## src/logic/ctrl_pkg.sv

```systemverilog
/* Shared constants and types of the command front end. WD_SIG_BITS must be a multiple of 8,
   and the kick signature arrives most significant byte first. */
package ctrl_pkg;

    // Kick signature that reloads the watchdog.
    localparam int unsigned WD_SIG_BITS = 32;
    localparam logic [WD_SIG_BITS-1:0] WD_SIG_PATTERN = 32'hC0DE_5AFE;

    // Command opcodes as they arrive in the first byte of each command.
    typedef enum logic [7:0] {
        OP_KICK  = 8'h4B,
        OP_WRITE = 8'h57,
        OP_READ  = 8'h52
    } cmd_op_e;

    // Register map. Only the low two bits of the address byte are decoded.
    typedef enum logic [1:0] {
        REG_CTRL    = 2'd0,
        REG_SCRATCH = 2'd1,
        REG_BAD_OPS = 2'd2,
        REG_RESETS  = 2'd3
    } reg_addr_e;

    // Request from the dispatcher to the register block.
    typedef struct packed {
        logic      write;
        reg_addr_e addr;
        logic [7:0] wdata;
    } reg_req_t;

    // Dispatcher states.
    typedef enum logic [2:0] {
        ST_OPCODE,
        ST_KICK,
        ST_WR_ADDR,
        ST_WR_DATA,
        ST_RD_ADDR,
        ST_RD_SEND
    } dispatch_state_e;

endpackage
```

## src/logic/ctrl_top.sv

```systemverilog
/* Command front end top level. The host starts with RX_DEPTH receive credits and the
   device with no transmit credits; RX_DEPTH must be a power of two. */
`timescale 1ns/1ns

module ctrl_top
    import ctrl_pkg::*;
#(
    parameter int unsigned RX_DEPTH = 8,
    parameter int unsigned WD_TICKS = 200,
    parameter int unsigned TX_CREDIT_MAX = 4
) (
    input  logic       clk,
    input  logic       reset,
    input  logic       rx_valid,
    input  logic [7:0] rx_data,
    output logic       rx_credit,
    output logic       tx_valid,
    output logic [7:0] tx_data,
    input  logic       tx_credit,
    output logic       sys_reset
);
    logic head_valid;
    logic [7:0] head_data;
    logic pop;
    logic [7:0] wd_data;
    logic wd_enable;
    logic wd_done;
    logic wd_arm;
    logic req_valid;
    reg_req_t req;
    logic bad_op;
    logic [7:0] rdata;

    cmd_rx_buffer #(
        .RX_DEPTH(RX_DEPTH)
    ) cmd_rx_buffer_i (
        .clk(clk),
        .reset(reset),
        .rx_valid(rx_valid),
        .rx_data(rx_data),
        .pop(pop),
        .head_valid(head_valid),
        .head_data(head_data),
        .rx_credit(rx_credit)
    );

    cmd_dispatch #(
        .TX_CREDIT_MAX(TX_CREDIT_MAX)
    ) cmd_dispatch_i (
        .clk(clk),
        .reset(reset),
        .head_valid(head_valid),
        .head_data(head_data),
        .wd_done(wd_done),
        .rdata(rdata),
        .tx_credit(tx_credit),
        .pop(pop),
        .wd_data(wd_data),
        .wd_enable(wd_enable),
        .req_valid(req_valid),
        .req(req),
        .bad_op(bad_op),
        .tx_valid(tx_valid),
        .tx_data(tx_data)
    );

    control_cmd_watchdog #(
        .WD_TICKS(WD_TICKS)
    ) control_cmd_watchdog_i (
        .clk(clk),
        .reset(reset),
        .data_in(wd_data),
        .enable(wd_enable),
        .wd_arm(wd_arm),
        .sys_reset(sys_reset),
        .done(wd_done)
    );

    ctrl_regs ctrl_regs_i (
        .clk(clk),
        .reset(reset),
        .req_valid(req_valid),
        .req(req),
        .bad_op(bad_op),
        .sys_reset(sys_reset),
        .rdata(rdata),
        .wd_arm(wd_arm)
    );

endmodule

```

## src/logic/ctrl_regs.sv

```systemverilog
/* Control and status registers. Only bit 0 of REG_CTRL is stored, and the two event
   counters saturate at 255 and ignore writes. */
`timescale 1ns/1ns

module ctrl_regs
    import ctrl_pkg::*;
(
    input  logic       clk,
    input  logic       reset,
    input  logic       req_valid,
    input  reg_req_t   req,
    input  logic       bad_op,
    input  logic       sys_reset,
    output logic [7:0] rdata,
    output logic       wd_arm
);
    logic arm;
    logic [7:0] scratch;
    logic [7:0] bad_ops;
    logic [7:0] resets;
    logic wr_en;

    assign wr_en = req_valid && req.write;
    assign wd_arm = arm;

    always_ff @(posedge clk) begin
        if (reset) begin
            arm <= 1'b0;
        end else if (wr_en && req.addr == REG_CTRL) begin
            arm <= req.wdata[0];
        end
    end

    always_ff @(posedge clk) begin
        if (wr_en && req.addr == REG_SCRATCH) begin
            scratch <= req.wdata;
        end
    end

    always_ff @(posedge clk) begin
        if (reset) begin
            bad_ops <= '0;
            resets <= '0;
        end else begin
            if (bad_op && bad_ops != 8'hFF) begin
                bad_ops <= bad_ops + 1'b1;
            end
            if (sys_reset && resets != 8'hFF) begin
                resets <= resets + 1'b1;
            end
        end
    end

    // Read data follows the request address in the same cycle.
    always_comb begin
        case (req.addr)
            REG_CTRL: rdata = {7'd0, arm};
            REG_SCRATCH: rdata = scratch;
            REG_BAD_OPS: rdata = bad_ops;
            REG_RESETS: rdata = resets;
            default: rdata = 8'd0;
        endcase
    end

endmodule

```

## src/logic/control_cmd_watchdog.sv

```systemverilog
/* Watchdog fed by multi-byte kick signatures. WD_TICKS must not be a power of two, and
   the counter holds its load value while wd_arm is low. */
`timescale 1ns/1ns

module control_cmd_watchdog
    import ctrl_pkg::*;
#(
    parameter int unsigned WD_TICKS = 200
) (
    input  logic       clk,
    input  logic       reset,
    input  logic [7:0] data_in,
    input  logic       enable,
    input  logic       wd_arm,
    output logic       sys_reset,
    output logic       done
);
    localparam int unsigned SIG_BYTES = WD_SIG_BITS / 8;
    localparam int unsigned BYTE_CNT_W = (SIG_BYTES > 1) ? $clog2(SIG_BYTES) : 1;
    localparam int unsigned TICK_W = $clog2(WD_TICKS);
    localparam logic [TICK_W-1:0] TICK_LOAD = TICK_W'(WD_TICKS);
    localparam logic [BYTE_CNT_W-1:0] LAST_BYTE = BYTE_CNT_W'(SIG_BYTES - 1);

    logic [WD_SIG_BITS-1:0] cache;
    logic [WD_SIG_BITS-1:0] cache_next;
    logic [BYTE_CNT_W-1:0] byte_cnt;
    logic [TICK_W-1:0] counter;
    logic take;
    logic match;

    // Bytes are ignored during the cycle that done is high.
    assign take = enable && !done;
    assign cache_next = (cache << 8) | WD_SIG_BITS'(data_in);
    assign match = take && (cache_next == WD_SIG_PATTERN);

    always_ff @(posedge clk) begin
        if (reset) begin
            cache <= '0;
            byte_cnt <= '0;
            done <= 1'b0;
        end else if (done) begin
            cache <= '0;
            byte_cnt <= '0;
            done <= 1'b0;
        end else if (take) begin
            cache <= cache_next;
            if (byte_cnt == LAST_BYTE) begin
                done <= 1'b1;
            end else begin
                byte_cnt <= byte_cnt + 1'b1;
            end
        end
    end

    // The counter reloads on a match, on timeout, and whenever the watchdog is disarmed.
    always_ff @(posedge clk) begin
        if (reset) begin
            counter <= TICK_LOAD;
            sys_reset <= 1'b0;
        end else begin
            sys_reset <= (counter == '0);
            if (!wd_arm || match || counter == '0) begin
                counter <= TICK_LOAD;
            end else begin
                counter <= counter - 1'b1;
            end
        end
    end

endmodule

```

## src/logic/cmd_dispatch.sv

```systemverilog
/* Command decoder between the receive buffer, watchdog and registers. The host must not
   grant more than TX_CREDIT_MAX transmit credits ahead of use; extra grants are lost. */
`timescale 1ns/1ns

module cmd_dispatch
    import ctrl_pkg::*;
#(
    parameter int unsigned TX_CREDIT_MAX = 4
) (
    input  logic       clk,
    input  logic       reset,
    input  logic       head_valid,
    input  logic [7:0] head_data,
    input  logic       wd_done,
    input  logic [7:0] rdata,
    input  logic       tx_credit,
    output logic       pop,
    output logic [7:0] wd_data,
    output logic       wd_enable,
    output logic       req_valid,
    output reg_req_t   req,
    output logic       bad_op,
    output logic       tx_valid,
    output logic [7:0] tx_data
);
    localparam int unsigned CREDIT_W = $clog2(TX_CREDIT_MAX + 1);
    localparam logic [CREDIT_W-1:0] CREDIT_MAX = CREDIT_W'(TX_CREDIT_MAX);

    dispatch_state_e state;
    dispatch_state_e state_next;
    reg_addr_e wr_addr;
    logic [7:0] rd_data;
    logic [CREDIT_W-1:0] credits;

    assign wd_data = head_data;
    assign tx_data = rd_data;

    assign req.write = (state == ST_WR_DATA);
    assign req.addr = (state == ST_WR_DATA) ? wr_addr : reg_addr_e'(head_data[1:0]);
    assign req.wdata = head_data;

    always_comb begin
        state_next = state;
        pop = 1'b0;
        wd_enable = 1'b0;
        req_valid = 1'b0;
        bad_op = 1'b0;
        tx_valid = 1'b0;
        case (state)
            ST_OPCODE: begin
                pop = head_valid;
                if (head_valid) begin
                    case (cmd_op_e'(head_data))
                        OP_KICK: state_next = ST_KICK;
                        OP_WRITE: state_next = ST_WR_ADDR;
                        OP_READ: state_next = ST_RD_ADDR;
                        default: bad_op = 1'b1;
                    endcase
                end
            end
            ST_KICK: begin
                // The watchdog alone decides when a signature is complete.
                if (wd_done) begin
                    state_next = ST_OPCODE;
                end else begin
                    pop = head_valid;
                    wd_enable = head_valid;
                end
            end
            ST_WR_ADDR: begin
                pop = head_valid;
                if (head_valid) begin
                    state_next = ST_WR_DATA;
                end
            end
            ST_WR_DATA: begin
                pop = head_valid;
                req_valid = head_valid;
                if (head_valid) begin
                    state_next = ST_OPCODE;
                end
            end
            ST_RD_ADDR: begin
                pop = head_valid;
                req_valid = head_valid;
                if (head_valid) begin
                    state_next = ST_RD_SEND;
                end
            end
            ST_RD_SEND: begin
                // Nothing is popped while the response waits for a credit.
                if (credits != '0) begin
                    tx_valid = 1'b1;
                    state_next = ST_OPCODE;
                end
            end
            default: state_next = ST_OPCODE;
        endcase
    end

    always_ff @(posedge clk) begin
        if (reset) begin
            state <= ST_OPCODE;
            credits <= '0;
        end else begin
            state <= state_next;
            if (tx_credit && !tx_valid && credits != CREDIT_MAX) begin
                credits <= credits + 1'b1;
            end else if (tx_valid && !tx_credit) begin
                credits <= credits - 1'b1;
            end
        end
    end

    always_ff @(posedge clk) begin
        if (state == ST_WR_ADDR && head_valid) begin
            wr_addr <= reg_addr_e'(head_data[1:0]);
        end
        if (state == ST_RD_ADDR && head_valid) begin
            rd_data <= rdata;
        end
    end

endmodule

```

## src/logic/cmd_rx_buffer.sv

```systemverilog
/* Host byte FIFO with credit return. The host must never send more bytes than it holds
   credits for, so the buffer has no full flag and drops nothing on its own. */
`timescale 1ns/1ns

module cmd_rx_buffer #(
    parameter int unsigned RX_DEPTH = 8
) (
    input  logic       clk,
    input  logic       reset,
    input  logic       rx_valid,
    input  logic [7:0] rx_data,
    input  logic       pop,
    output logic       head_valid,
    output logic [7:0] head_data,
    output logic       rx_credit
);
    localparam int unsigned PTR_W = (RX_DEPTH > 1) ? $clog2(RX_DEPTH) : 1;
    localparam int unsigned CNT_W = $clog2(RX_DEPTH + 1);

    logic [7:0] mem [RX_DEPTH];
    logic [PTR_W-1:0] wr_ptr;
    logic [PTR_W-1:0] rd_ptr;
    logic [CNT_W-1:0] count;
    logic do_pop;

    assign head_valid = (count != '0);
    assign head_data = mem[rd_ptr];

    // A pop request against an empty buffer is ignored.
    assign do_pop = pop && head_valid;

    always_ff @(posedge clk) begin
        if (rx_valid) begin
            mem[wr_ptr] <= rx_data;
        end
    end

    always_ff @(posedge clk) begin
        if (reset) begin
            wr_ptr <= '0;
            rd_ptr <= '0;
            count <= '0;
        end else begin
            if (rx_valid) begin
                wr_ptr <= wr_ptr + 1'b1;
            end
            if (do_pop) begin
                rd_ptr <= rd_ptr + 1'b1;
            end
            case ({rx_valid, do_pop})
                2'b10: count <= count + 1'b1;
                2'b01: count <= count - 1'b1;
                default: count <= count;
            endcase
        end
    end

    // One credit goes back to the host for every byte that leaves the buffer.
    always_ff @(posedge clk) begin
        if (reset) begin
            rx_credit <= 1'b0;
        end else begin
            rx_credit <= do_pop;
        end
    end

endmodule

```

## config.mk

```make
export PLATFORM = sky130hd
export DESIGN_NAME = ctrl_top
export DESIGN_NICKNAME = d
export VERILOG_FILES = /design/src/logic/ctrl_pkg.sv /design/src/logic/ctrl_top.sv /design/src/logic/ctrl_regs.sv /design/src/logic/control_cmd_watchdog.sv /design/src/logic/cmd_dispatch.sv /design/src/logic/cmd_rx_buffer.sv
export SDC_FILE = /design/constraint.sdc
export NUM_CORES = 1
export LEC_CHECK = 0
export ABC_CLOCK_PERIOD_IN_PS = 2400
export BUFFER_PORTS_ARGS = -buffer_cell sky130_fd_sc_hd__buf_2
export CORE_MARGIN = 3
export CORE_UTILIZATION = 50
export DETAILED_ROUTE_END_ITERATION = 8
export PLACE_DENSITY = 0.79
export REMOVE_ABC_BUFFERS = 1
export SYNTH_ARGS = -nofsm -noshare
export SYNTH_HDL_FRONTEND = slang
export SYNTH_SLANG_ARGS = --single-unit
```

## constraint.sdc

```tcl
create_clock -name clk -period 2.4 [get_ports clk]
set_input_delay 0.24 -clock clk [delete_from_list [all_inputs] [get_ports clk]]
set_output_delay 0.24 -clock clk [all_outputs]
set_load 0.05 [all_outputs]
```

==> impl_metrics.ini, run 1 <==
[floorplanning]
die_height_um = 120
die_x_um = 120
start_util = 0.514
die_area_um2 = 14400
core-area_um2 = 12700
pin_count = 23
rows = 41

[synthesis]
synthFlopType = edfxtp_1
synthArstFlopShare = 0
syn_inst = 540
synth_area_per_cell_um2 = 12.1
syn_area_um2 = 6510
ys_ff_latch = 155
yosys_warnings = 0
ys_types = 55
synth_edf_count = 82
ys_seq_area_frac = 0.602

[sta]
rsz0062_at_grt = yes
worst_slack_ns = -0.183
finalCritPeriodShare = 1.08
layout_min_cycle_time_ns = 2.58
clock.fmax_mhz = 387
fin_skew_ns = 0.00805
hold_viol_final = 0
slew_headroom = 0.557
final_max_slew_viol_count = 0
whs_ns = 0.0818
worst_pin_slew_ns = 0.655
setup_viol = 24

[final_layout]
antennaDiodeCount = 0
area_delta_synth_final_pct = 23.2
stdcell_count = 801
final_nets = 639
final_layout_size_suffix_gt1_frac = 0.269

[drt]
wirelength_um = 14000
wl_per_cell_um = 17.5
post-route-drc-count = 0
ant_nets = 0
vias = 4476
via_per_inst = 5.59
first_pass_iters = 5
drt_iter0_markers = 266

[critical_path]
rrSetupSlack_ns = -0.18
worst-setup-path-type = reg -> reg
r2r-end = ctrl_regs_i.bad_ops[7]
arrival_ns = 2.90
cp-end-kind = flip-flop
cp_max_fo = 6
crit_path_start_kind = flip-flop
reg2reg_depth = 7
crit_required_ns = 2.72

[cts]
cts_tree = built
hold_buffers = 0
cts-buffers-inserted = 17
insertion_delay_ns = 0.43
clk_pin_slew_ns = 0.07
clockRootBuffer = clkbuf_16
cts.path.max_buffers = 2
clock-sinks = 155
htree_levels = 4

[status]
status = finished, violations left
violations = negative setup slack

[power]
p_leak_nw = 2.81
p_per_area_nw_per_um2 = 1040
ir_drop_mv = 0.906
p_total_mw = 8.34

[placed_design]
dpl.hpwl_um = 8780
placedCellCount = 759
gp_congestion = 0.843
io_buffer_count = 22
pre_cts_ws_ns = -0.196

[grt]
antenna_found_initial = 0
grt_max_degree = 39
overflow = 0
grt_pass1_vias = 4590
track_usage = 0.204
grt_pass1_wl_um = 22700

[worst_hold_path]
min_path_type = in -> reg
hold-path-endpoint = cmd_rx_buffer_i.mem[1][6]
worstHoldPathCells = 1
min_from = rx_data[6]

[run]
cap_violations = 0
==> flip-flops by register name, summed over array words and instances, names as in the netlist, 2 cells and up, named ones only <==
signal and count:
cmd_rx_buffer_i.wr_ptr 3, ctrl_regs_i.resets 8, control_cmd_watchdog_i.cache 24, cmd_dispatch_i.credits 3, ctrl_regs_i.bad_ops 8, cmd_rx_buffer_i.count 4, cmd_dispatch_i.tx_data 8, cmd_dispatch_i.state 3
control_cmd_watchdog_i.byte_cnt 2, ctrl_regs_i.scratch 8, cmd_dispatch_i.wr_addr 2, cmd_rx_buffer_i.rd_ptr 3, control_cmd_watchdog_i.counter 8, cmd_rx_buffer_i.mem 64
==> final cells by class <==
type	count	area, um2
Clock buffer	17	425
Clock inverter	15	223
Fill cell	933	4650
Inverter	16	62.6
Multi-Input combinational cell	347	2580
Sequential cell	155	3930
Tap cell	172	215
Timing Repair Buffer	79	593
==> layout by cell type, fill, tap and decap left out, types with 7 or more instances in the layout <==
cell / synthesis / routed
o21ai_0: 11 / 8
buf_4: 1 / 48
a21oi_1: 34 / 29
nor2_1: 55 / 55
edfxtp_1: 82 / 82
clkbuf_16: 0 / 17
dfxtp_1: 73 / 71
nand3_1: 10 / 9
mux2i_4: 2 / 7
o21ai_1: 8 / 7
nor3_1: 12 / 12
ha_1: 10 / 10
buf_2: 4 / 22
xnor2_1: 10 / 10
nand2_1: 63 / 62
inv_1: 15 / 15
mux4_2: 17 / 17
xor2_1: 11 / 11
==> cells in the mapped netlist (3+ instances only) <==
| cell | count | area [um2] |
|---|---|---|
| clkbuf_1 | 13 | 48.8 |
| nand3b_1 | 4 | 30.0 |
| o31ai_1 | 6 | 45.0 |
| nor2_1 | 55 | 206 |
| nor4_1 | 4 | 25.0 |
| ha_1 | 10 | 125 |
| nor3_1 | 12 | 60.1 |
| xnor2_1 | 10 | 87.6 |
| nand2b_1 | 6 | 37.5 |
| nand4b_1 | 3 | 26.3 |
| o21ai_0 | 11 | 55.1 |
| nand4_1 | 6 | 37.5 |
| or4_1 | 7 | 52.6 |
| buf_2 | 4 | 20.0 |
| dfxtp_1 | 73 | 1460 |
| nor3b_1 | 4 | 30.0 |
| a211oi_1 | 5 | 37.5 |
| o21ai_1 | 8 | 40.0 |
| and3_1 | 3 | 18.8 |
| nor4b_1 | 3 | 26.3 |
| mux2_2 | 4 | 45.0 |
| mux4_2 | 17 | 383 |
| xor2_1 | 11 | 96.3 |
| nand2_1 | 63 | 236 |
| edfxtp_1 | 82 | 2460 |
| inv_1 | 15 | 56.3 |
| a21oi_1 | 34 | 170 |
| or3_1 | 7 | 43.8 |
| nor2b_1 | 5 | 31.3 |
| mux2i_1 | 12 | 120 |
| nand3_1 | 10 | 50.1 |
==> cells by family after synthesis <==
| kind of cell | share of synthesized area |
|---|---|
| AO/OA/AOI/OAI | 0.0716 |
| XOR/XNOR | 0.0282 |
| adder cells (fa/ha/maj) | 0.0223 |
| buffers and inverters | 0.0255 |
| flip-flops | 0.602 |
| multiplexers | 0.0995 |
| AND/OR/NAND/NOR | 0.151 |
==> how the worst max path moves through the flow <==
stage	slack [ns]	to	cells after the start
2_1_floorplan	-0.90	cmd_dispatch_i.tx_data[1]	7
3_3_place_gp	-0.11	ctrl_regs_i.bad_ops[4]	9
5_1_grt	-0.25	ctrl_regs_i.bad_ops[7]	7
4_1_cts	-0.17	ctrl_regs_i.bad_ops[7]	7
6_report	-0.18	ctrl_regs_i.bad_ops[7]	7
3_5_place_dp	-0.20	ctrl_regs_i.bad_ops[4]	9
==> what timing repair did <==
action,CTS,global route
gates cloned,2,0
endpoints found under the hold margin,0,0
pin swaps,8,5
endpoints found under the setup margin,36,38
resized for setup,26,24
buffers inserted,5,4
==> metrics by stage <==
stage          area (um2)   util  setup TNS, ns
2_1_floorplan        6410      -         -25.18
3_3_place_gp         7110  0.561          -1.15
3_5_place_dp         7110  0.561          -3.12
4_1_cts              7880  0.622          -2.27
5_1_grt              8020  0.633          -4.82
6_report             8020  0.633          -2.33
==> power breakdown <==
group | switching, mW | internal, mW | total, mW
Sequential | 0.108 | 2.96 | 3.07
Combinational | 1.16 | 1.17 | 2.33
Clock | 1.15 | 1.79 | 2.94
==> critical path: stages, from the launching register on <==
cell	delay [ns]
dfxtp_2	0.35
buf_6	0.14
mux4_2	0.51
mux2_4	0.32
or3_4	0.35
a211oi_4	0.37
nor4_1	0.12
mux2_1	0.32
==> routing by layer <==
| metal | up-vias | global-route usage | wire length [um] |
|---|---|---|---|
| met5 | - | 0 | 0 |
| met3 | 28 | 0.0504 | 848 |
| met1 | 2157 | 0.235 | 5320 |
| li1 | 2132 | - | - |
| met2 | 159 | 0.365 | 7510 |
| met4 | 0 | 0.0780 | 320 |
(Power assumes the default switching activity.)
==> run 2, diff against run 1 <==
Settings changed: CELL_PAD_IN_SITES_DETAIL_PLACEMENT set to 0, CELL_PAD_IN_SITES_GLOBAL_PLACEMENT set to 1, CORE_UTILIZATION 50 to 45, CTS_CLUSTER_DIAMETER set to 120, PLACE_DENSITY 0.79 to 0.85.
==> run 2 against run 1 <==
The flow still finishes with violations (negative setup slack). Power down 6.0%. Via count down 2.1%. Register-to-register slack better by 0.04 ns. Critical path type unchanged. Clock power down 12%.
==> impl_metrics.ini, run 2 (synthesis results as in run 1) <==
[drt]
via_per_inst = 5.43
wirelength_um = 13000
drt_iter0_markers = 245
first_pass_iters = 4
vias = 4382
post-route-drc-count = 0
wl_per_cell_um = 16.1
ant_nets = 0

[sta]
clock.fmax_mhz = 394
final_max_slew_viol_count = 0
whs_ns = 0.0925
setup_viol = 26
hold_viol_final = 0
slew_headroom = 0.668
rsz0062_at_grt = yes
finalCritPeriodShare = 1.06
worst_pin_slew_ns = 0.497
worst_slack_ns = -0.141
setup_tns_ns = -1.66
fin_skew_ns = 0.0100
layout_min_cycle_time_ns = 2.54

[final_layout]
regMostFlops = cmd_rx_buffer_i.mem
area_delta_synth_final_pct = 21.0
largest_reg_flops = 64
final_cell_mix = edfxtp_1 (82), dfxtp_1 (71), nand2_1 (63)
reg_top3 = cmd_rx_buffer_i.mem: 64 flops, control_cmd_watchdog_i.cache: 24 flops
final_nets = 637
stdcell_area_um2 = 7890
final_layout_size_suffix_gt1_frac = 0.247
final_util = 0.562
antennaDiodeCount = 0
layout_commonest_cell = edfxtp_1
fillers = 1134

[status]
status = finished, violations left
violations = negative setup slack

[floorplanning]
core-area_um2 = 14000
die_x_um = 126
rows = 43
start_util = 0.464
die_height_um = 126
die_area_um2 = 16000
pin_count = 23

[placed_design]
gp_congestion = 0.932
dpl.hpwl_um = 8800
io_buffer_count = 22
place_area_um2 = 7090
pre_cts_ws_ns = -0.215

[power]
p_switching_mw = 2.20
p_leak_nw = 2.75
combinationalPowerShare = 0.277
swShare = 0.281
ir_drop_mv = 0.734
p_per_area_nw_per_um2 = 994
p_clk_frac = 0.331
intPower_mw = 5.64
seqPwrFrac = 0.392

[critical_path]
worst-setup-path-type = reg -> reg
cp_max_fo = 12
crit_path_start_kind = flip-flop
crit_required_ns = 2.76
arrival_ns = 2.90
cp-end-kind = flip-flop

[cts]
cts-buffers-inserted = 17
clk_pin_slew_ns = 0.06
htree_levels = 4
insertion_delay_ns = 0.43
clock-sinks = 155
hold_buffers = 0
cts.path.max_buffers = 2
cts_tree = built
clockRootBuffer = clkbuf_16

[run]
cap_violations = 0

[grt]
grt_pass1_wl_um = 21700
overflow = 0
track_usage = 0.173
antenna_found_initial = 0
grt_max_degree = 37
grt_pass1_vias = 4394

[worst_hold_path]
min_path_type = in -> reg
## run 2: layout make-up
type / instances / area, um2 / area share
well taps: 180 / 225 / 0.0286
clock inverters: 10 / 118 / 0.0149
flip-flops and latches: 155 / 3930 / 0.498
inverters: 16 / 60.1 / 0.00762
repair buffers: 77 / 562 / 0.0712
clock buffers: 22 / 464 / 0.0589
multi-input cells: 347 / 2530 / 0.321
## run 2: worst max-delay path, cell delays in order, from the launching register on
cell	delay, ns
dfxtp_4	0.37
buf_12	0.12
mux4_2	0.52
mux2_4	0.32
buf_4	0.15
nand3_2	0.08
a211oi_4	0.08
buf_4	0.18
or4_1	0.53
a21oi_2	0.13
## run 2: path summary, 6_finish.rpt
check,from,endpoint,slack (ns),cells past startpoint
worst max register to register,flip-flop,ctrl_regs_i.bad_ops[4],-0.14,9
worst max-delay path,flip-flop,ctrl_regs_i.bad_ops[4],-0.14,9
worst min register to register,control_cmd_watchdog_i.cache[22],control_cmd_watchdog_i.cache[22],0.45,2
worst min-delay path,rx_data[3],cmd_rx_buffer_i.mem[1][3],0.09,1
## run 2: layer usage
metal,vias to the layer above,global-route usage,part of all wire
met5,-,0,0
met2,100,0.289,0.53
met1,2141,0.212,0.41
met3,16,0.0472,0.048
met4,0,0.0713,0.015
li1,2125,-,-
## run 2: what timing repair did
item,4_1_cts,5_1_grt
gates resized for setup,25,10
endpoints found under the setup margin,30,37
pin swaps,8,6
cloned,1,0
setup buffers,6,3
## run 2: power by group through the flow
stage               clock, mW  sequential, mW  combinational, mW
global route             2.77            3.09               2.35
CTS                      2.65            3.08               2.10
floorplan                   0            3.20               1.05
global placement            0            3.11               1.82
detailed placement          0            3.12               1.90
finish                   2.59            3.08               2.17
## run 2: stage by stage
stage / std cells / power [mW]
after detailed placement: 765 / 5.02
after floorplan: 518 / 4.26
final: 807 / 7.84
after global placement: 765 / 4.93
after global routing: 807 / 8.21
after CTS: 804 / 7.83
